### config.mk
export PLATFORM = sky130hd
export DESIGN_NAME = cmd_buffer
export DESIGN_NICKNAME = d
export VERILOG_FILES = /design/src/verilog/cmd_buffer.sv
export VERILOG_INCLUDE_DIRS = /design/src /design/src/verilog
export SDC_FILE = /design/constraint.sdc
export NUM_CORES = 1
export LEC_CHECK = 0
export ABC_AREA = 1
export BUFFER_PORTS_ARGS = -buffer_cell sky130_fd_sc_hd__buf_2
export CORE_MARGIN = 1
export CORE_UTILIZATION = 59
export DETAILED_ROUTE_END_ITERATION = 10
export PLACE_DENSITY = 0.8
export SLEW_MARGIN = 20
export SYNTH_ARGS = -nofsm -noshare
export SYNTH_HDL_FRONTEND = slang
export SYNTH_SLANG_ARGS = --single-unit
### constraint.sdc
create_clock -name clock -period 2.69 [get_ports clock]
set_input_delay 0.1345 -clock clock [delete_from_list [all_inputs] [get_ports clock]]
set_output_delay 0.1345 -clock clock [all_outputs]
set_load 0.01 [all_outputs]
### src/verilog/seq_consts.svh
`ifndef SEQ_CONSTS_SVH
`define SEQ_CONSTS_SVH

// sequencer opcodes, top nibble of every instruction
`define SEQ_OP_NO 4'h0
`define SEQ_OP_CI 4'h1
`define SEQ_OP_CR 4'h2
`define SEQ_OP_JI 4'h3
`define SEQ_OP_JR 4'h4
`define SEQ_OP_JZ 4'h5
`define SEQ_OP_JN 4'h6

// core FSM states
`define SEQ_ST_RESET 2'h0
`define SEQ_ST_READY 2'h1
`define SEQ_ST_ERROR 2'h2

`define SEQ_INST_W 20 // instruction word
`define SEQ_ADDR_W 8  // program address
`define SEQ_CMD_W  12 // device command (4) + argument (8)

`define DEV_COUNT 8
`define CMD_DEPTH 8   // power of two, at least 4

// device command values
`define DEV_OP_LOAD  4'h0
`define DEV_OP_ADD   4'h1
`define DEV_OP_XOR   4'h2
`define DEV_OP_CLEAR 4'h3

`endif

### src/verilog/cmd_buffer.sv
`timescale 1ns/1ps
`include "seq_consts.svh"

module cmd_buffer (
   input  logic                  clock,
   input  logic                  reset,
   input  logic [`SEQ_CMD_W-1:0] oreg,
   input  logic [`DEV_COUNT-1:0] oreg_wen,
   input  logic                  cmd_pop,
   output logic                  cmd_valid,
   output logic [2:0]            cmd_dev,
   output logic [`SEQ_CMD_W-1:0] cmd_word,
   output logic                  hold,
   output logic                  empty
);

   localparam int PTR_W   = $clog2(`CMD_DEPTH);
   localparam int ENTRY_W = `SEQ_CMD_W + 3;

   logic [ENTRY_W-1:0] fifo [`CMD_DEPTH]; // {dev, word}
   logic [PTR_W-1:0]   wr_ptr;
   logic [PTR_W-1:0]   rd_ptr;
   logic [PTR_W:0]     count;
   logic [2:0]         push_dev;
   logic               push;
   logic               pop;

   // one-hot select back to a device number
   always_comb begin
      push_dev = '0;
      for (int i = 0; i < `DEV_COUNT; i++) begin
         if (oreg_wen[i]) begin
            push_dev = 3'(i);
         end
      end
   end

   assign push = |oreg_wen;
   assign pop  = cmd_pop & (count != '0);

   always_ff @(posedge clock) begin
      if (push) begin
         fifo[wr_ptr] <= {push_dev, oreg};
      end
   end

   always_ff @(posedge clock) begin
      if (reset) begin
         wr_ptr <= '0;
         rd_ptr <= '0;
         count  <= '0;
      end else begin
         if (push) begin
            wr_ptr <= wr_ptr + 1'b1; // wraps at depth
         end
         if (pop) begin
            rd_ptr <= rd_ptr + 1'b1;
         end
         case ({push, pop})
            2'b10:   count <= count + 1'b1;
            2'b01:   count <= count - 1'b1;
            default: count <= count;
         endcase
      end
   end

   assign {cmd_dev, cmd_word} = fifo[rd_ptr];
   assign cmd_valid = (count != '0);
   assign empty     = (count == '0);

   // early full, room left for one registered and one in-flight command
   assign hold = (count >= (PTR_W + 1)'(`CMD_DEPTH - 2));

endmodule

-- Word-level counts from Yosys, hierarchy flattened
Memory sizes are Yosys's and may differ from the RTL's. A register that Yosys moved wholly into a read port is not among the register bits.
Cells that the tools add are included.
W data, S select, Z words.
- add/subtract/negate cells: 4
- $mul: 0
- div/mod/pow operators: 0
- order comparisons: 1
- equality and inequality tests: 2
- shifts and indexed selects: 0
- muxes and demuxes: 12
- bitwise operators: 1
- reductions and logical operators: 4
- operators by type and width (kind ; count):
    $mux W3 ; 8
    $pmux W4 S2 ; 1
    $reduce_or A8 Y1 ; 1
    $add A3 B1 Y3 const B ; 2
    $add A4 B1 Y4 const B ; 1
    $ge A4 B3 Y1 const B ; 1
    $logic_not A4 Y1 ; 1
    $reduce_bool A4 Y1 ; 1
    $sub A4 B1 Y4 const B ; 1
    $mux W1 ; 3
    $eq A2 B1 Y1 const B ; 1
    $eq A2 B2 Y1 const B ; 1
    $reduce_bool A2 Y1 ; 1
    $and A1 B1 Y1 ; 1
- register bits: 10
- bits in latches: 0
- memory bits (writable): 120
- ROM bits: 0
- bits of input ports: 23
- output and inout bits: 18
- word-level logic and storage cells: 28
- memories kept: 1
- memory list (memory ; words ; width ; read ports ; clocked after Yosys merged registers in ; write ports ; RTL line ; RTL):
    fifo ; 8 ; 15 ; 1 ; 1 ; 1 ; cmd_buffer.sv:20 ; logic [ENTRY_W-1:0] fifo [`CMD_DEPTH];

-- Longest topological paths before layout
- depth after elaboration: 7
- mapped depth: 13
- depth with buffers taken out: 13

-- Worst setup path after synthesis
No wires, ideal clock.
- path kind: register -> register
- from: register wr_ptr[0]
- to: memory fifo[1][0] (netlist name), enable pin
- setup time: 0.406 ns
- arrival time: 1.618 ns
- required time: 2.284 ns
- slack: 0.666 ns
- cell stages (with the launch flop): 3
- buffers on the path: 0
- period minus slack after synthesis: 2.024 ns
- cells stage by stage: dfxtp_1 inv_1 nor3_1
- RTL lines (item ; RTL line ; RTL):
    start, declared ; cmd_buffer.sv:21 ; logic [PTR_W-1:0] wr_ptr;
    start signal, assigned ; cmd_buffer.sv:54 ; wr_ptr <= wr_ptr + 1'b1;
    end, declared ; cmd_buffer.sv:20 ;
Straight into the memory's write port.

==> flow_summary.json <==
{
  "grt_pass1_vias": 3695,
  "critPathRequiredTime_ns": 2.56,
  "skew_ns": 0.0124,
  "num-fill-cells": 547,
  "power.leakage_uw": 0.00239,
  "grt_use_total": 0.250,
  "p_per_area_mw_per_mm2": 891,
  "synthMuxAreaShare": 0.0275,
  "p_comb_frac": 0.189,
  "io-pin-count": 41,
  "synth_top_family_by_area": "simple AND/OR/NAND/NOR gates",
  "synthToLayoutAreaGrowth_pct": 19.3,
  "tightest_slew_ns": 0.645,
  "grt_overflow_total": 0,
  "numClockSinks": 133,
  "wl_per_cell_um": 18.1,
  "syn_inst": 445,
  "io_buffers": 40,
  "power_frac_clock": 0.386,
  "criticalPathCategory": "flop to primary output",
  "clkTransAtPathRegs_ns": 0.06,
  "vias": 3684,
  "timing.hold.ws_ns": 0.0195,
  "cts_buffers": 17,
  "synth_xor_area_frac": 0.00321,
  "ant_nets": 0,
  "synth_nets": 473,
  "period_minus_slack_ns": 2.37,
  "dp_hpwl_mm": 6.26,
  "critPathLaunchType": "flop",
  "die_area_sq_mm": 0.00965,
  "yosysWarnings": 0,
  "rsz0062_at_grt": "no",
  "violations": "design-rule violations",
  "dp_cells": 586,
  "drc_errors": 2,
  "arrival_ns": 2.23,
  "seqPwrFrac": 0.425,
  "cp_slowest_cell": "dfxtp_2",
  "drtIter0Drc": 232,
  "synth_compound_area_frac": 0.0932,
  "power.internal_uw": 4180,
  "setup_viol": 0,
  "firstDrtPassIters": 8,
  "netlist_area_sq_mm": 0.00547,
  "tritoncts": "built",
  "cts-htree-levels": 4,
  "grt_antenna_before_repair": 0,
  "hp-class": "primary input to flop",
  "postLayoutCoreUtil": 0.737,
  "final_common_cell": "edfxtp_1",
  "gp_congestion": 0.888,
  "grt_pass1_wl_mm": 17.8,
  "via_per_inst": 5.84,
  "synth-adder-area-share": 0.0114,
  "nets": 538,
  "clk_path_buf_depth": 2,
  "wl_mm": 11.4,
  "p_sw_frac": 0.280,
  "max_stage_delay_ns": 0.62,
  "max_slew_margin": 0.569,
  "fmax_mhz": 422,
  "power_uw": 5810,
  "drv_cap": 0,
  "path_cells": "buf_4, nor2_1, nor2_1, o21ai_1, o21ai_1, nand2_1, nand2_1, buf_2",
  "cts_root_buf": "clkbuf_8",
  "rows": 34,
  "synth_cell_types": 27,
  "grt_max_degree": 61,
  "status": "complete, but fails checks",
  "synth-seq-cells": 133,
  "fin_setup_tns_ns": 0,
  "maxSlewViolCount": 0,
  "synth-simple-area-share": 0.113,
  "finalHoldViolCount": 0,
  "min_period_over_period": 0.881,
  "n_antenna_cell": 0,
  "final_cell_mix": "120 x edfxtp_1, 66 x nor2_1, 60 x nand2_1",
  "ir_drop_uv": 539,
  "synth_seq_area_share": 0.707,
  "clk_latency_ns": 0.52,
  "start_util": 0.618,
  "worstPathMaxFanout": 23,
  "end_kind": "primary output",
  "drive_above_1_share": 0.197,
  "coreArea_sq_mm": 0.00885,
  "die_w_um": 98.2,
  "p_sw_uw": 1630,
  "synth.avg_cell_area_sq_um": 12.3,
  "die_h_um": 98.2,
  "final_cell_count_no_fill": 631
}
cells in the mapped netlist, drive strengths merged:
cell,count,share of area
edfxtp,120,0.66
o21ai,72,0.066
nor2,71,0.053
nand2,60,0.041
inv,22,0.016
buf,20,0.027
mux2i,15,0.027
o22ai,15,0.017
dfxtp,13,0.048
a21oi,11,0.010
nor3,9,0.0082
nand3,7,0.0092
ha,5,0.011
clkbuf,2,0.0016
xor2,2,0.0032
nand3b,1,0.0014
sequential cells by signal, indices dropped and copies added (netlist names), named ones only:
name,flops
count,4
rd_ptr,3
wr_ptr,3
fifo,120
critical path, delay by kind of cell (launching register included):
kind | cells | cell delay [ns]
AOI/OAI and AO/OA | 2 | 0.19
buffers and inverters | 2 | 0.51
DFF | 1 | 0.62
and+or+nand+nor | 4 | 0.39
worst paths after layout:
kind / from / end / slack, ns / depth (start not counted)
setup / recovery: flop / cmd_dev[1] / 0.32 / 8
hold / removal: reset / wr_ptr[2] / 0.02 / 4
setup reg to reg: count[2] / count[2] / 0.74 / 12
hold reg to reg: rd_ptr[2] / flop / 0.48 / 2
power groups by stage:
stage | clock network (uW) | logic, uW | registers [uW]
after floorplan | 0 | 815 | 2470
after global placement | 0 | 1020 | 2500
after detailed placement | 0 | 1060 | 2510
after CTS | 2240 | 1090 | 2470
after global routing | 2330 | 1210 | 2480
final | 2240 | 1100 | 2470
metrics by stage:
step / cell area (sq um) / worst slack, ns
6_report: 6520 / 0.321
5_1_grt: 6520 / 0.171
4_1_cts: 6520 / 0.340
3_5_place_dp: 5810 / 0.778
3_3_place_gp: 5810 / 0.915
2_1_floorplan: 5470 / 0.666
cells by family after synthesis:
kind of cell,after synthesis
XOR/XNOR,2
adder cells (fa/ha/maj),5
AO/OA/AOI/OAI,98
flip-flops,133
multiplexers,15
AND/OR/NAND/NOR,148
buffers and inverters,44
layout make-up:
cell class	count	area (sq um)	area share
Clock inverter	13	158	0.0242
Timing Repair Buffer	68	443	0.0679
Tap cell	108	135	0.0207
Clock buffer	19	422	0.0647
Multi-Input combinational cell	268	1410	0.216
Inverter	22	87.6	0.0134
Sequential cell	133	3860	0.593
layer usage:
| layer | part of all wire | up-vias | global-route usage |
|---|---|---|---|
| met5 | 0 | - | 0 |
| met1 | 0.40 | 1791 | 0.294 |
| li1 | - | 1717 | - |
| met2 | 0.52 | 156 | 0.426 |
| met3 | 0.065 | 20 | 0.0673 |
| met4 | 0.018 | 0 | 0.121 |
what timing repair did:
item                                   4_1_cts  5_1_grt
setup buffers                                0        0
endpoints found under the hold margin       97        0
hold buffers                                13        0
gates resized for setup                      0        0
(Power assumes the default switching activity.)
