==> config.mk <==
export PLATFORM = sky130hd
export DESIGN_NAME = seq_core
export DESIGN_NICKNAME = d
export VERILOG_FILES = /design/src/verilog/seq_pkg.sv /design/src/verilog/seq_core.sv
export VERILOG_INCLUDE_DIRS = /design/src /design/src/verilog
export SDC_FILE = /design/constraint.sdc
export NUM_CORES = 1
export LEC_CHECK = 0
export ABC_CLOCK_PERIOD_IN_PS = 4200
export BUFFER_PORTS_ARGS = -buffer_cell sky130_fd_sc_hd__buf_2
export CAP_MARGIN = 20
export CORE_UTILIZATION = 35
export CTS_CLUSTER_DIAMETER = 50
export DETAILED_ROUTE_END_ITERATION = 16
export SYNTH_ARGS = -nofsm -noshare
export SYNTH_HDL_FRONTEND = slang
export SYNTH_SLANG_ARGS = --single-unit
==> constraint.sdc <==
create_clock -name clock -period 4.2 [get_ports clock]
set_clock_uncertainty 0.1 [all_clocks]
set_input_delay 0.84 -clock clock [delete_from_list [all_inputs] [get_ports clock]]
set_output_delay 0.84 -clock clock [all_outputs]
set_load 0.02 [all_outputs]
==> src/verilog/seq_consts.svh <==
`ifndef SEQ_CONSTS_SVH
`define SEQ_CONSTS_SVH

// sequencer opcodes, top nibble of every instruction
`define SEQ_OP_NO 4'h0
`define SEQ_OP_CI 4'h1
`define SEQ_OP_CR 4'h2
`define SEQ_OP_JI 4'h3
`define SEQ_OP_JR 4'h4
`define SEQ_OP_JZ 4'h5
`define SEQ_OP_JN 4'h6

// core FSM states
`define SEQ_ST_RESET 2'h0
`define SEQ_ST_READY 2'h1
`define SEQ_ST_ERROR 2'h2

`define SEQ_INST_W 20 // instruction word
`define SEQ_ADDR_W 8  // program address
`define SEQ_CMD_W  12 // device command (4) + argument (8)

`define DEV_COUNT 8
`define CMD_DEPTH 8   // power of two, at least 4

// device command values
`define DEV_OP_LOAD  4'h0
`define DEV_OP_ADD   4'h1
`define DEV_OP_XOR   4'h2
`define DEV_OP_CLEAR 4'h3

`endif

==> src/verilog/seq_pkg.sv <==
package seq_pkg;

   // command form: ci / cr
   typedef struct packed {
      logic [3:0] opcode;
      logic       pad;
      logic [2:0] dev;
      logic [3:0] dev_cmd;
      logic [7:0] arg;     // immediate for ci
   } seq_cmd_view_t;

   // jump form: ji / jr / jz / jn, also gives src for cr
   typedef struct packed {
      logic [3:0] opcode;
      logic [7:0] label;
      logic [5:0] unused;
      logic [1:0] src;     // input register select
   } seq_jump_view_t;

   // same 20 bits, decoded either way
   typedef union packed {
      seq_cmd_view_t  cmd_view;
      seq_jump_view_t jump_view;
   } seq_inst_t;

endpackage

==> src/verilog/seq_core.sv <==
`timescale 1ns/1ps
`include "seq_consts.svh"

module seq_core (
   input  logic                   clock,
   input  logic                   reset,
   input  seq_pkg::seq_inst_t     inst,
   input  logic                   inst_en,
   input  logic [7:0]             ireg_0,
   input  logic [7:0]             ireg_1,
   input  logic [7:0]             ireg_2,
   input  logic [7:0]             ireg_3,
   output logic [`SEQ_ADDR_W-1:0] next,
   output logic                   running,
   output logic                   error,
   output logic [`SEQ_CMD_W-1:0]  oreg,
   output logic [`DEV_COUNT-1:0]  oreg_wen
);

   logic [1:0]             state;
   logic [3:0]             opcode;
   logic [7:0]             label;
   logic [7:0]             src_val;
   logic [`DEV_COUNT-1:0]  dev_sel;
   logic [`SEQ_ADDR_W-1:0] next_seq;

   assign opcode   = inst.cmd_view.opcode; // same position in both views
   assign label    = inst.jump_view.label;
   assign next_seq = next + 1'b1;

   // 3-to-8 device select
   assign dev_sel = `DEV_COUNT'(1) << inst.cmd_view.dev;

   always_comb begin
      case (inst.jump_view.src)
         2'd0:    src_val = ireg_0;
         2'd1:    src_val = ireg_1;
         2'd2:    src_val = ireg_2;
         default: src_val = ireg_3;
      endcase
   end

   assign running = (state == `SEQ_ST_READY);
   assign error   = (state == `SEQ_ST_ERROR);

   always_ff @(posedge clock) begin
      if (reset) begin
         state    <= `SEQ_ST_RESET;
         next     <= '0;
         oreg     <= '0;
         oreg_wen <= '0;
      end else begin
         oreg_wen <= '0; // strobe lasts one cycle
         case (state)
            `SEQ_ST_RESET: begin
               state <= `SEQ_ST_READY;
               next  <= '0;
            end

            `SEQ_ST_READY: begin
               // without inst_en the address just holds
               if (inst_en) begin
                  case (opcode)
                     `SEQ_OP_NO: begin
                        next <= next_seq;
                     end
                     `SEQ_OP_CI: begin
                        next     <= next_seq;
                        oreg     <= {inst.cmd_view.dev_cmd, inst.cmd_view.arg};
                        oreg_wen <= dev_sel;
                     end
                     `SEQ_OP_CR: begin
                        next     <= next_seq;
                        oreg     <= {inst.cmd_view.dev_cmd, src_val};
                        oreg_wen <= dev_sel;
                     end
                     `SEQ_OP_JI: begin
                        next <= label;
                     end
                     `SEQ_OP_JR: begin
                        next <= src_val; // computed jump
                     end
                     `SEQ_OP_JZ: begin
                        next <= (src_val == 8'h00) ? label : next_seq;
                     end
                     `SEQ_OP_JN: begin
                        next <= (src_val != 8'h00) ? label : next_seq;
                     end
                     default: begin
                        // illegal opcode, stuck until reset
                        state <= `SEQ_ST_ERROR;
                        next  <= '0;
                     end
                  endcase
               end
            end

            `SEQ_ST_ERROR: begin
               next <= '0;
            end

            default: begin
               state <= `SEQ_ST_ERROR;
               next  <= '0;
            end
         endcase
      end
   end

endmodule

### Word level (Yosys, flattened, before mapping)

Cells that the tools add are included.
W data, S select, Z words.

| storage, ports and cells | value |
|---|---|
| word-level logic and storage cells | 43 |
| flip-flop bits (word level) | 30 |
| input bits | 55 |
| output and inout port bits | 30 |

| cells by class | value |
|---|---|
| equality and inequality tests | 12 |
| add/sub/neg operators | 1 |
| bitwise logic cells | 4 |
| shift-type cells | 1 |
| reductions and logical operators | 13 |
| multiplexer cells | 8 |

Operators with widths:

| operator | number |
|---|---|
| $pmux W8 S5 | 1 |
| $pmux W12 S2 | 1 |
| $pmux W8 S3 | 1 |
| $mux W8 | 2 |
| $eq A4 B3 Y1 const B | 3 |
| $add A8 B1 Y8 const B | 1 |
| $eq A4 B2 Y1 const B | 2 |
| $logic_not A8 Y1 | 1 |
| $reduce_bool A8 Y1 | 1 |
| $shl A1 B3 Y8 const A | 1 |
| $reduce_or A7 Y1 | 1 |
| $pmux W2 S3 | 1 |
| $reduce_and A3 Y1 | 2 |
| $eq A2 B1 Y1 const B | 2 |
| $eq A2 B2 Y1 const B | 2 |
| $eq A4 B1 Y1 const B | 1 |
| $logic_not A2 Y1 | 2 |
| $logic_not A4 Y1 | 1 |
| $mux W2 | 2 |
| $ne A2 B2 Y1 const B | 2 |
| $not A1 Y1 | 4 |
| $reduce_or A2 Y1 | 2 |
| $reduce_or A4 Y1 | 1 |
| $reduce_or A3 Y1 | 1 |
| $reduce_bool A2 Y1 | 1 |

### Depth between registers and ports, before layout

| depth | value |
|---|---|
| depth in word-level cells | 5 |
| mapped depth | 8 |
| depth with buffers taken out | 6 |

### Worst setup path after synthesis

OpenSTA, ideal clock, no wires.

| timing path | value |
|---|---|
| path type | input -> register |
| start point | input port inst[0] (netlist bit) |
| end point | register next[3] |
| setup slack | 1.344 ns |
| arrival time | 2.632 ns |
| required time | 3.976 ns |
| library setup time | 0.124 ns |
| stages on the path | 8 |
| path through | buf_6 mux4_2 nor4_4 nand4b_1 and4b_1 buf_4 a221oi_2 o21ai_1 |

| on the way | value |
|---|---|
| word-level cells in the longest chain between the ends | 5 |
| elaborated cells on any way between the ends | 9 |

Ends and longest elaborated chain:

| what | line | text |
|---|---|---|
| start, declared | seq_core.sv:7 | `input seq_pkg::seq_inst_t inst,` |
| $eq A2 B2 Y1 (tied with other cells) | seq_core.sv:35 | `case (inst.jump_view.src)` |
| $pmux W8 S3 (*) | seq_core.sv:35 |  |
| $reduce_bool A8 Y1 / $logic_not A8 Y1 (equally long branches) | seq_core.sv:87, seq_core.sv:84 |  |
| $mux W8 (on tied branches) | seq_core.sv:87, seq_core.sv:84 |  |
| $pmux W8 S5 (*) | seq_core.sv:63 | `case (opcode)` |
| end signal, assigned | seq_core.sv:65 | `next <= next_seq;` |
| end signal, assigned | seq_core.sv:68 | `next <= next_seq;` |
| end signal, assigned | seq_core.sv:87 | `next <= (src_val != 8'h00) ? label : next_seq;` |
| end, declared | seq_core.sv:13 | `` output logic [`SEQ_ADDR_W-1:0] next, `` |

Mark *: on every way between the ends. The rest lies on a longest branch, timed or not.
A chain may end at the register's enable or synchronous reset.

### Final worst setup path

| timing path | value |
|---|---|
| start point | input port inst[0] (netlist bit) |
| end point | register next[5] |

The elaborated chain is that of the path after synthesis.

==> results.yml <==
logic_synthesis:
  synth.most_common_cell: "dfxtp_1"
  synth_adder_area_share: 0.00680
  largest_family_of_logic_cells_by_synthesized_area: "simple AND/OR/NAND/NOR gates"
  yosys-top-cells-area: "dfxtp_1, mux4_2, mux2i_1"
  synth-seq-cells: 30
  xor_and_xnor_area_share_after_synthesis: 0.0143
  synth.yosys.seq_area_share: 0.326
  yosys_warnings: 0
  synth-edff-count: 0
  synth.largest_area_cell: "dfxtp_1"
  yosys_top_cell_area_share: 0.326
  synthTopCellsByCount: "dfxtp_1, nor2_1, mux2i_1"
  synthesis.instances: 196
  syn-cell-area_sq_um: 1840
  synth-simple-area-share: 0.239
  yosys-mux-area-fraction: 0.167
  synth-compound-area-share: 0.188
  synthesis.nets: 252
  synth_flop_cell: "dfxtp_1"
  syn_area_per_cell_sq_um: 9.39
  synth-async-reset-ratio: 0
  yosys.cell_types.count: 47
grt:
  groute.usage.overall: 0.197
  antenna_found_initial: 0
  grt_max_degree: 24
  grt_first_pass_wirelength_microns: 8090
  grt_pass1_vias: 1775
  grt-ovfl-total: 0
timing:
  worst_slew_pin_slew_ns: 0.829
  setup_viol_count_final: 0
  max_clock_freq_ghz: 0.356
  timing.final.crit_period_ns: 2.81
  setup_tns_ns: 0
  slew_violations: 0
  max_transition_margin: 0.447
  final-hold-violation-count: 0
  grt_setup_unrepaired: "false"
  fin_crit_sh: 0.669
setup_path:
  crit_end: "next[5]"
  worstSetupEndpointType: "flop"
  cp_cell_sequence: "buf_2 > mux4_2 > nor4_4 > a21oi_1 > and4b_1 > a21oi_1 > o211ai_2"
  max_stage_delay_ns: 0.60
  critical_path_depth: 7
  cp.arrival_ns: 2.92
  worstSetupStartpointType: "input pin"
  worst_ep_required_time_ns: 4.31
  worst_r2r_path_depth: 5
  crit_path_max_fanout: 9
  rr_startpoint: "state[1]"
  path_common_cell: "a21oi_1"
  crit_slowest_cell: "mux4_2"
  cpLargestDelayFamily: "simple AND/OR/NAND/NOR gates"
  timing.reg2reg.setup_slack_ns: 2.15
  crit-reg2reg-capture: "oreg_wen[4]"
  crit_path_start: "inst[0]"
  timing.setup.critical_path_class: "input pin to flop"
  buffering_stage_count_on_the_worst_path_with_inverters_included: 1
detailed_routing:
  detail_route.drc_violations: 0
  final_antenna_net_count: 0
  firstDrtPassIters: 4
  detailedRoute.firstIterationViolations: 113
  vias_per_cell: 5.35
  wl_per_cell_microns: 14.3
  routed_wl_microns: 4970
  detailroute.via_count: 1855
cells_and_area:
  area_growth_pct: 29.3
  antenna-diode-count: 0
  fill_cells: 516
  drive_above_1_share: 0.390
  regArea_sq_um: 601
  multi_input_comb_area_sq_um: 1130
  finalNetCount: 332
clock_tree:
  cts_tree: "yes"
  post_cts.resized_instances: 0
  worst_skew_pair.late_latency_ns: 0.29
  cts_max_level: 2
  cts.repair_timing.setup_buffer_count: 0
  clock_root_cell: "clkbuf_8"
  cts_made_buffers: 5
  numClockSinks: 30
  cts_hold_fix_bufs: 0
  cts_max_path_buffers: 2
  cts.reportedPaths.clkPinSlew_ns: 0.07
hold_path:
  hold_path_class: "flop to flop"
  worst_hold_path.num_cells: 2
floorplanning:
  initial_utilization: 0.363
  ioPinCount: 85
  die_area_sq_um: 5550
  die_height_microns: 74.5
  floorplan.die.width_microns: 74.5
  num_rows: 26
  core_area_sq_um: 5070
job:
  max_cap_viol_count: 0
pwr:
  leakage_nw: 1.03
  p_total_uw: 701
  vdd_ir_drop_max_mv: 0.117
  power_density_nw_per_um2: 295
placed_design:
  final_weighted_congestion_in_routability_driven_placement: 0.801
  portBuffers: 84
  hpwlAfterDp_microns: 3930
status:
  status: "completed"
-- report_power, final --
part | switching (mW) | internal, mW
registers | 0.00363 | 0.289
logic | 0.0661 | 0.0524
clock network | 0.115 | 0.174
-- cell usage in the layout (no fill, tap or decap), types with 2 or more instances in the layout --
cell type / instances
a22oi_1: 4
mux4_1: 2
a211oi_1: 9
nand3_1: 6
a311oi_1: 2
and3_1: 3
or3_1: 2
nand4_1: 3
buf_2: 84
a32oi_1: 4
o21a_1: 3
o21ai_0: 8
nor4_1: 4
and2_1: 2
dfxtp_1: 30
mux4_2: 6
mux2i_1: 12
nor4_4: 2
nor2b_1: 4
nand2b_1: 6
nand2_1: 7
clkbuf_8: 5
nor3_1: 4
clkinv_2: 2
inv_1: 6
nor2_1: 28
a21oi_1: 8
nor4b_1: 2
xor2_1: 2
-- final cells by class --
class,instances,share of cell area
Inverter,6,0.00946
Tap cell,70,0.0368
Sequential cell,30,0.252
Clock inverter,3,0.0168
Clock buffer,5,0.0289
Timing Repair Buffer,85,0.180
Multi-Input combinational cell,148,0.476
-- worst min-delay path by stage --
stage / end / slack (ns) / from
2_1_floorplan: state[0] / 0.35 / state[1]
3_3_place_gp: oreg[9] / 0.37 / oreg[9]
3_5_place_dp: oreg[8] / 0.38 / oreg[8]
4_1_cts: oreg[7] / 0.40 / oreg[7]
5_1_grt: oreg[5] / 0.43 / oreg[5]
6_report: oreg[9] / 0.39 / oreg[9]
-- logic make-up (layout without fill, tap and decap cells) --
family,Yosys count,count (layout)
buffers and inverters,18,99
AND/OR/NAND/NOR,78,78
adder cells (fa/ha/maj),1,1
AO/OA/AOI/OAI,46,46
multiplexers,20,20
flip-flops,30,30
XOR/XNOR,3,3
-- worst register-to-register path, stage by stage (launching register included) --
cell and delay, ns:
dfxtp_1 0.35, nand2b_1 0.21, inv_1 0.09, and4_1 0.74, nand2b_1 0.24, nor4_1 0.23
-- stage by stage --
step / cell area [sq um] / utilization / std cells / setup slack (ns) / hold WS [ns]
after floorplan: 1840 / - / 196 / 1.34 / 0.355
after global placement: 2270 / 0.447 / 339 / 1.12 / 0.370
after detailed placement: 2270 / 0.447 / 339 / 1.08 / 0.382
after CTS: 2380 / 0.469 / 347 / 1.37 / 0.398
after global routing: 2380 / 0.469 / 347 / 1.20 / 0.431
final: 2380 / 0.469 / 347 / 1.39 / 0.393
-- routing by layer --
layer	global-route usage	share of wire	vias to the layer above
li1	-	-	905
met1	0.224	0.43	860
met2	0.341	0.47	80
met3	0.0556	0.071	10
met4	0.0922	0.030	0
met5	0	0	-
-- flip-flops by register name (all words and copies together), names as in the netlist --
signal / count
oreg_wen: 8
oreg: 12
state: 2
next: 8
Note: power is estimated with default switching activity, not from simulation.
