## config.mk

```make
export PLATFORM = sky130hd
export DESIGN_NAME = dev_bank
export DESIGN_NICKNAME = d
export VERILOG_FILES = /design/src/verilog/dev_bank.sv
export VERILOG_INCLUDE_DIRS = /design/src /design/src/verilog
export SDC_FILE = /design/constraint.sdc
export NUM_CORES = 1
export LEC_CHECK = 0
export BUFFER_PORTS_ARGS = -buffer_cell sky130_fd_sc_hd__buf_2
export CAP_MARGIN = 20
export CORE_MARGIN = 2
export CORE_UTILIZATION = 42
export DETAILED_ROUTE_END_ITERATION = 6
export GPL_ROUTABILITY_DRIVEN = 0
export GPL_TIMING_DRIVEN = 0
export PLACE_DENSITY_LB_ADDON = 0.15
export SYNTH_ARGS = -nofsm -noshare
export SYNTH_HDL_FRONTEND = slang
export SYNTH_SLANG_ARGS = --single-unit
```

## constraint.sdc

```tcl
create_clock -name clock -period 2.62 [get_ports clock]
set_input_delay 0 -clock clock [delete_from_list [all_inputs] [get_ports clock]]
set_output_delay 0 -clock clock [all_outputs]
set_load 0.01 [all_outputs]
```

## src/verilog/seq_consts.svh

```systemverilog
`ifndef SEQ_CONSTS_SVH
`define SEQ_CONSTS_SVH

// sequencer opcodes, top nibble of every instruction
`define SEQ_OP_NO 4'h0
`define SEQ_OP_CI 4'h1
`define SEQ_OP_CR 4'h2
`define SEQ_OP_JI 4'h3
`define SEQ_OP_JR 4'h4
`define SEQ_OP_JZ 4'h5
`define SEQ_OP_JN 4'h6

// core FSM states
`define SEQ_ST_RESET 2'h0
`define SEQ_ST_READY 2'h1
`define SEQ_ST_ERROR 2'h2

`define SEQ_INST_W 20 // instruction word
`define SEQ_ADDR_W 8  // program address
`define SEQ_CMD_W  12 // device command (4) + argument (8)

`define DEV_COUNT 8
`define CMD_DEPTH 8   // power of two, at least 4

// device command values
`define DEV_OP_LOAD  4'h0
`define DEV_OP_ADD   4'h1
`define DEV_OP_XOR   4'h2
`define DEV_OP_CLEAR 4'h3

`endif

```

## src/verilog/dev_bank.sv

```systemverilog
`timescale 1ns/1ps
`include "seq_consts.svh"

module dev_bank (
   input  logic                    clock,
   input  logic                    reset,
   input  logic                    cmd_valid,
   input  logic [2:0]              cmd_dev,
   input  logic [`SEQ_CMD_W-1:0]   cmd_word,
   input  logic                    empty,
   output logic                    cmd_pop,
   output logic [`DEV_COUNT*8-1:0] dev_values,
   output logic                    idle
);

   logic [7:0] regs [`DEV_COUNT]; // single-port register array
   logic       busy;              // write phase of a command
   logic       swept;
   logic [2:0] sweep_ptr;
   logic [2:0] op_dev;
   logic [3:0] op_cmd;
   logic [7:0] op_arg;
   logic [7:0] op_data;           // register value read at pop
   logic [7:0] result;
   logic [2:0] mem_addr;
   logic       mem_we;
   logic [7:0] mem_wdata;
   logic [7:0] mem_rdata;

   // read phase: take the head entry whenever not writing
   assign cmd_pop = swept & ~busy & cmd_valid;
   assign idle    = swept & ~busy & empty;

   always_ff @(posedge clock) begin
      if (reset) begin
         busy      <= 1'b0;
         swept     <= 1'b0;
         sweep_ptr <= '0;
      end else begin
         if (!swept) begin
            sweep_ptr <= sweep_ptr + 1'b1;
            if (&sweep_ptr) begin
               swept <= 1'b1; // last register cleared
            end
         end
         busy <= cmd_pop; // every pop is followed by exactly one write
      end
   end

   always_ff @(posedge clock) begin
      if (cmd_pop) begin
         op_dev  <= cmd_dev;
         op_cmd  <= cmd_word[11:8];
         op_arg  <= cmd_word[7:0];
         op_data <= mem_rdata;
      end
   end

   always_comb begin
      case (op_cmd)
         `DEV_OP_LOAD:  result = op_arg;
         `DEV_OP_ADD:   result = op_data + op_arg; // wraps at 8 bits
         `DEV_OP_XOR:   result = op_data ^ op_arg;
         `DEV_OP_CLEAR: result = 8'h00;
         default:       result = op_data;          // unknown, value kept
      endcase
   end

   // one address per cycle: sweep, write back, or read for a pop
   always_comb begin
      mem_addr  = cmd_dev;
      mem_we    = 1'b0;
      mem_wdata = result;
      if (!swept) begin
         mem_addr  = sweep_ptr;
         mem_we    = 1'b1;
         mem_wdata = 8'h00;
      end else if (busy) begin
         mem_addr = op_dev;
         mem_we   = 1'b1;
      end
   end

   assign mem_rdata = regs[mem_addr];

   always_ff @(posedge clock) begin
      if (mem_we) begin
         regs[mem_addr] <= mem_wdata;
      end
   end

   // flattened view, zero until the sweep is done
   always_comb begin
      for (int i = 0; i < `DEV_COUNT; i++) begin
         dev_values[i*8 +: 8] = swept ? regs[i] : 8'h00;
      end
   end

endmodule

```

# ---- After elaboration in Yosys (flattened, before gate mapping)
# Memories as Yosys holds them, arrays and structs flattened. A register that Yosys moved wholly into a read port is not among the register bits.
# Index checks and enable logic that the tools add are counted.
dict set report totals {
  register_bits 20
  wordCells 37
  ramBits 64
  out_inout_bits 66
  inputBits 19
  n_memories 1
}
dict set report classes {
  reduce_logical 2
  bitwise 5
  muxes 18
  addsub 2
  n_eq_ne 3
}
# name depth width rd rd_clocked_by_memory_dff wr line_no
set mem_list {}
lappend mem_list {regs 8 8 9 1 1 dev_bank.sv:16} ;# logic [7:0] regs [`DEV_COUNT];
# cell n
set op_table {}
lappend op_table {{$mux W8} 9}
lappend op_table {{$pmux W8 S4} 1}
lappend op_table {{$add A8 B8 Y8} 1}
lappend op_table {{$eq A4 B2 Y1 const B} 2}
lappend op_table {{$xor A8 B8 Y8} 1}
lappend op_table {{$mux W1} 6}
lappend op_table {{$mux W3} 2}
lappend op_table {{$eq A4 B1 Y1 const B} 1}
lappend op_table {{$logic_not A4 Y1} 1}
lappend op_table {{$add A3 B1 Y3 const B} 1}
lappend op_table {{$and A1 B1 Y1} 3}
lappend op_table {{$reduce_and A3 Y1} 1}
lappend op_table {{$not A1 Y1} 1}

# ---- Longest topological paths before layout
# Gate-level depths: netlist of the first run.
dict set report logic_depth {
  ltp_word 4
  depth_mapped 7
  mapped_depth_nobuf 7
}

# ---- Worst setup path after synthesis of the first run
# No wires, ideal clock.
dict set report synth_timing {
  path_type {register to register}
  startpoint {reg op_arg[5]}
  endpoint {mem regs[0][7], data pin}
  setup_time_ps 307
  arrival_ps 2004
  path_slack_ps 310
  n_path_buf 1
  required_time_ps 2313
  synth_period_minus_slack_ps 2310
  stages_incl_launch_ff 7
  path_cell_list {edfxtp_1 ha_1 clkbuf_1 nand2_1 nor4b_1 nor2_1 o41ai_1}
}
dict set report synth_via {
  elab_chain_len 3
}
# element line_no
set synth_rtl {}
lappend synth_rtl {{start, declared} dev_bank.sv:22} ;# logic [7:0] op_arg;
lappend synth_rtl {{start signal, assigned} dev_bank.sv:54} ;# op_arg <= cmd_word[7:0];
lappend synth_rtl {{$add A8 B8 Y8} dev_bank.sv:62} ;# `DEV_OP_ADD: result = op_data + op_arg;
lappend synth_rtl {{$pmux W8 S4} dev_bank.sv:60} ;# case (op_cmd)
lappend synth_rtl {{$mux W8} dev_bank.sv:74} ;# if (!swept) begin
lappend synth_rtl {{named net mem_wdata[7]} dev_bank.sv:27} ;# logic [7:0] mem_wdata;
lappend synth_rtl {{end, declared} dev_bank.sv:16}
# The timed path passes the listed nets, and every way through them passes these cells.

# ---- Final worst setup path of the first run
dict set report layout_timing {
  startpoint {reg op_arg[0]}
  endpoint {mem regs[0][2], data pin}
}
# Same word-level chain as after synthesis.

==> results of run 1 <==
-- routing by layer --
layer | up-vias | GRT usage | part of all wire
li1 | 1546 | - | -
met1 | 1559 | 0.260 | 0.46
met2 | 89 | 0.325 | 0.48
met3 | 18 | 0.0510 | 0.047
met4 | 0 | 0.0651 | 0.018
met5 | - | 0 | 0
-- repair_timing --
| action | in CTS | in global routing |
|---|---|---|
| pin swaps | 1 | 0 |
| hold buffers | 16 | 0 |
| setup endpoints to repair | 14 | 36 |
| resized for setup | 2 | 6 |
| hold endpoints to repair | 20 | 0 |
-- synthesized netlist by cell type, types with 2 or more instances --
| cell type | count |
|---|---|
| o211ai_1 | 2 |
| xor2_1 | 2 |
| o211a_1 | 2 |
| nor2b_1 | 8 |
| buf_6 | 3 |
| ha_1 | 9 |
| mux2_2 | 10 |
| nor3b_1 | 2 |
| a31oi_1 | 3 |
| o21ai_0 | 9 |
| inv_1 | 3 |
| mux2i_1 | 56 |
| buf_12 | 3 |
| a211oi_1 | 4 |
| clkbuf_1 | 11 |
| a21oi_1 | 6 |
| nor2_1 | 23 |
| buf_1 | 2 |
| buf_2 | 2 |
| edfxtp_1 | 87 |
| and2_1 | 64 |
| nand2_1 | 11 |
| a21o_1 | 2 |
| and3b_2 | 2 |
| nor3_1 | 7 |
| dfxtp_1 | 5 |
-- sequential cells by signal (all words and copies together), names as in the netlist --
name       flops
regs          64
op_arg         8
swept          1
busy           1
op_cmd         4
op_data        8
sweep_ptr      3
op_dev         3
-- power breakdown --
| part | switching (mW) | internal [mW] |
|---|---|---|
| sequential | 0.0254 | 1.67 |
| combinational | 0.165 | 0.151 |
| clock | 0.545 | 0.446 |
| total | 0.736 | 2.26 |
-- logic make-up after synthesis --
group | Yosys count | share of synthesized area
buf+inv | 25 | 0.0365
simple gates | 124 | 0.148
compound gates | 39 | 0.0585
flops | 92 | 0.577
mux | 67 | 0.146
xor+xnor | 3 | 0.00559
fa+ha+maj | 10 | 0.0282
-- through the flow --
stage | setup slack, ns | hold slack, ns | total power [mW] | instance area [µm²] | setup TNS, ns
floorplan | 0.310 | 0.0716 | 1.92 | 4700 | 0
global placement | -0.568 | 0.181 | 2.01 | 5300 | -11.47
detailed placement | -0.316 | 0.179 | 2.02 | 5340 | -3.06
CTS | 0.0292 | 0.311 | 3.02 | 5700 | 0
global route | 0.0130 | 0.327 | 3.11 | 5730 | 0
finish | 0.219 | 0.330 | 3.00 | 5730 | 0
-- worst paths after layout --
| kind | from | endpoint |
|---|---|---|
| setup reg to reg | op_arg[0]$_DFFE_PP_ | regs[0][2]$_DFFE_PP_ |
| setup / recovery | op_arg[0]$_DFFE_PP_ | regs[0][2]$_DFFE_PP_ |
| hold reg to reg | sweep_ptr[1]$_SDFFE_PP0N_ | sweep_ptr[1]$_SDFFE_PP0N_ |
| hold / removal | cmd_word[1] | op_arg[1]$_DFFE_PP_ |
-- worst max-delay path: stages, from the launching register on --
cell and delay, ns:
edfxtp_1 0.44, ha_1 0.27, fa_1 0.42, xnor2_1 0.15, a211oi_1 0.26, a21oi_1 0.06, a21oi_1 0.54
-- layout by cell type (no fill, tap or decap), types with 3 or more instances in the layout --
cell / synthesis / layout
buf_2: 2 / 90
edfxtp_1: 87 / 87
and2_1: 64 / 64
mux2i_1: 56 / 56
nor2_1: 23 / 23
dlygate4sd3_1: 0 / 16
nand2_1: 11 / 11
clkbuf_1: 11 / 10
mux2_2: 10 / 10
o21ai_0: 9 / 9
ha_1: 9 / 9
clkbuf_8: 0 / 9
nor2b_1: 8 / 7
nor3_1: 7 / 6
a21oi_1: 6 / 5
dfxtp_1: 5 / 5
a211oi_1: 4 / 4
inv_1: 3 / 3
a31oi_1: 3 / 3
buf_6: 3 / 3
buf_12: 3 / 3
-- cell type report --
class	count	area [µm²]	area share
buffer	21	156	0.0273
clock buffer	9	124	0.0216
clock inverter	6	70.1	0.0122
inverter	3	11.3	0.00196
multi-input combinational	243	1870	0.325
sequential	92	2710	0.473
tap	140	175	0.0306
timing repair buffer	106	618	0.108
==> flow_summary.ini, run 1 <==
[status]
run_status = finished clean

[detailed_routing]
drt-pass1-iter-count = 4
routedWlPerCell_um = 18.6
num_vias = 3212
drc_errors = 0
drtIter0Drc = 139
drt_wl_total_mm = 11.5
vias_per_cell = 5.18
drtAntennaViolNets = 0

[die]
std_cell_rows = 38
pin_count = 85
die_w_um = 110
coreArea_mm2 = 0.0109
die_area_mm2 = 0.0121
start_util = 0.432
die_y_um = 110

[synthesis]
synthFlopType = edfxtp_1
yosysUniqueCellTypes = 48
netlist_instances = 360
ys_ff_latch = 92
yosys_warnings = 0
ys_seq_area_frac = 0.577
synth_edf_count = 87
async_reset_ff_frac = 0
synth_top_area_cell = edfxtp_1
syn_avg_cell_area_um2 = 13.1
synth_nets = 389
synth.area.top_cells = edfxtp_1, mux2i_1, and2_1
synth_area_mm2 = 0.00470
yosys.area.top_type_share = 0.556

[power_and_ir_drop]
peakVddDrop_mv = 0.359
leakagePower_nw = 2.48
cellPowerDensity_mw_per_mm2 = 523

[sta]
finalHoldViolCount = 0
skew_ns = 0.0185
rsz0062_at_grt = no
setup_viol = 0
tightest_slew_ns = 0.778
fmax_ghz = 0.417
min_period_ns = 2.40
slew_viol_final = 0
post-route-period-util = 0.916
max-slew-margin-rel = 0.479

[global_routing]
grt_pass1_vias = 3198
grt-ovfl-total = 0
antenna_found_initial = 0
grt_max_degree = 26
grt_use_total = 0.200
grt_pass1_wl_mm = 17.4

[worst_hold_path]
holdPathStages = 2
hold_class = input port to flip-flop

[cts]
post_cts_buffers = 0
cts_tree = done
clk_pin_slew_ns = 0.09
root_buffer = clkbuf_8
htreeDepth = 3
clk_latency_ns = 0.39
cts_buffer_depth = 2
tritoncts.num_buffers = 9
cts_sinks = 92

[placement]
placedCellCount = 590
port_buffers = 84
dp.final_hpwl_mm = 8.25

[setup_path]
path_class = flip-flop to flip-flop
arrival_ns = 2.50
end_kind = flip-flop
crit_required_ns = 2.72
r2r_cells = 6
cp-start-kind = flip-flop
reg2reg_setup_slack_ns = 0.22
path_max_fanout = 8

[layout]
syn_to_final_growth_pct = 21.9
fin_nets = 505
layout.cells.non_filler = 620
diodes = 0
final_core_util = 0.527
drive_gt1_frac = 0.281
fill_cells = 969

[run]
drv_cap = 0
(Power assumes the default switching activity.)
==> inputs of run 2 (changes only) <==
==> constraint.sdc (replaced) <==
create_clock -name clock -period 2.2 [get_ports clock]
set_input_delay 0.22 -clock clock [delete_from_list [all_inputs] [get_ports clock]]
set_output_delay 0.22 -clock clock [all_outputs]
set_load 0.01 [all_outputs]
==> flow_summary.ini, run 2 (synthesis gave the netlist of run 1 again) <==
[status]
run_status = finished with violations
violations = negative setup slack

[sta]
skew_ns = 0.0125
tightest_slew_ns = 0.593
finalHoldViolCount = 0
setup_slack_ns = -0.0657
slew_viol_final = 0
post-route-period-util = 1.03
min_period_ns = 2.27
max-slew-margin-rel = 0.605
fmax_ghz = 0.441
rsz0062_at_grt = yes
setup_viol = 8

[setup_path]
end_kind = flip-flop
path_max_fanout = 8
cp_slowest_cell = edfxtp_1
max_stage_delay_ns = 0.44
crit_required_ns = 2.29
cp-start-kind = flip-flop
crit_family = compound AO/OA/AOI/OAI gates
cp_cell_sequence = ha_4 -> fa_2 -> a21oi_2 -> o21ai_1 -> nor2b_1 -> a222oi_1 -> nor2b_2
crit_buf_inv = 0
path_class = flip-flop to flip-flop
arrival_ns = 2.36

[detailed_routing]
drtIter0Drc = 219
vias_per_cell = 5.24
drt_wl_total_mm = 12.0
route.met3.wl_um = 658
route.met2.wl_mm = 5.68
drc_errors = 0
routedWlPerCell_um = 19.4
drtAntennaViolNets = 0
num_vias = 3230
drt-pass1-iter-count = 4
highest_layer = met4
m1WireLength_mm = 5.49

[layout]
syn_to_final_growth_pct = 23.4
largest_reg_flops = 64
design_area_mm2 = 0.00580
top_register = regs
layout.cells.non_filler = 616
diodes = 0
top_regs = regs (64), op_arg (8), op_data (8)
fin_nets = 501
final_common_cell = buf_2
drive_gt1_frac = 0.347
layout_common_cells = buf_2, edfxtp_1, and2_1

[global_routing]
grt-ovfl-total = 0
grt_pass1_vias = 3229
grt_max_degree = 26
antenna_found_initial = 0
grt_pass1_wl_mm = 18.0
grt_use_total = 0.208

[cts]
tritoncts.num_buffers = 9
cts_buffer_depth = 2
cts_sinks = 92
cts_tree = done
root_buffer = clkbuf_8
htreeDepth = 3
clk_pin_slew_ns = 0.09
clk_latency_ns = 0.38

[power_and_ir_drop]
peakVddDrop_mv = 0.423
cellPowerDensity_mw_per_mm2 = 589
switching_share = 0.250
leakagePower_nw = 2.49
p_switching_mw = 0.854
clockPowerShare = 0.298
pwr-share-seq = 0.588
p_int_mw = 2.57
total_power_mw = 3.42
combPwrFrac = 0.114

[die]
std_cell_rows = 38
start_util = 0.432
die_y_um = 110
die_area_mm2 = 0.0121
pin_count = 85
coreArea_mm2 = 0.0109
die_w_um = 110

[placement]
port_buffers = 84
dp.final_hpwl_mm = 8.51
place_area_mm2 = 0.00534
placedCellCount = 589

[worst_hold_path]
hold_class = input port to flip-flop

[run]
drv_cap = 0
[run 2: worst register-to-register path, stage by stage (launching register included)]
cell and delay, ns:
edfxtp_1 0.44, ha_4 0.20, fa_2 0.36, a21oi_2 0.15, o21ai_1 0.07, nor2b_1 0.12, a222oi_1 0.44, nor2b_2 0.20
[run 2: path summary, 6_finish.rpt]
kind / startpoint / slack [ns] / endpoint / cells past startpoint
setup reg to reg: op_data[0]$_DFFE_PP_ / -0.07 / regs[3][4]$_DFFE_PP_ / 7
hold / removal: cmd_word[7] / 0.02 / op_arg[7]$_DFFE_PP_ / 1
setup / recovery: op_data[0]$_DFFE_PP_ / -0.07 / regs[3][4]$_DFFE_PP_ / 7
hold reg to reg: sweep_ptr[0]$_SDFFE_PP0N_ / 0.55 / sweep_ptr[0]$_SDFFE_PP0N_ / 2
[run 2: cell type report]
class	count	area, µm²
plain buffers	21	170
inverters	3	11.3
clock inverters	6	38.8
repair buffers	102	583
fillers	977	5080
multi-input cells	243	1990
clock buffers	9	124
well taps	140	175
flip-flops and latches	92	2710
[run 2: power by group through the flow]
stage / sequential (mW) / combinational (mW) / clock (mW)
after floorplan: 2.04 / 0.249 / 0
after global placement: 2.05 / 0.345 / 0
after detailed placement: 2.05 / 0.354 / 0
after CTS: 2.01 / 0.375 / 1.05
after global routing: 2.02 / 0.418 / 1.13
final: 2.01 / 0.389 / 1.02
[run 2: metrics by stage]
stage,util,hold WS (ns),setup TNS (ns),worst slack (ns)
after floorplan,-,0.292,0,0.0852
after global placement,0.488,0.400,-43.72,-0.668
after detailed placement,0.490,0.399,-28.38,-0.587
after CTS,0.520,0.000546,-0.702,-0.0908
after global routing,0.533,0.000880,-1.48,-0.189
final,0.533,0.0199,-0.496,-0.0657
[run 2: timing repair]
action                                  4_1_cts  5_1_grt
resized for setup                            27       20
endpoints found under the setup margin      133       85
endpoints found under the hold margin         2        4
cloned                                        0        0
pin swaps                                     5        3
hold buffers                                  2        4
buffers inserted                              4        3
[run 2: metal layers]
layer / global-route usage / vias up
li1: - / 1538
met1: 0.289 / 1586
met2: 0.317 / 94
met3: 0.0622 / 12
met4: 0.0570 / 0
met5: 0 / -
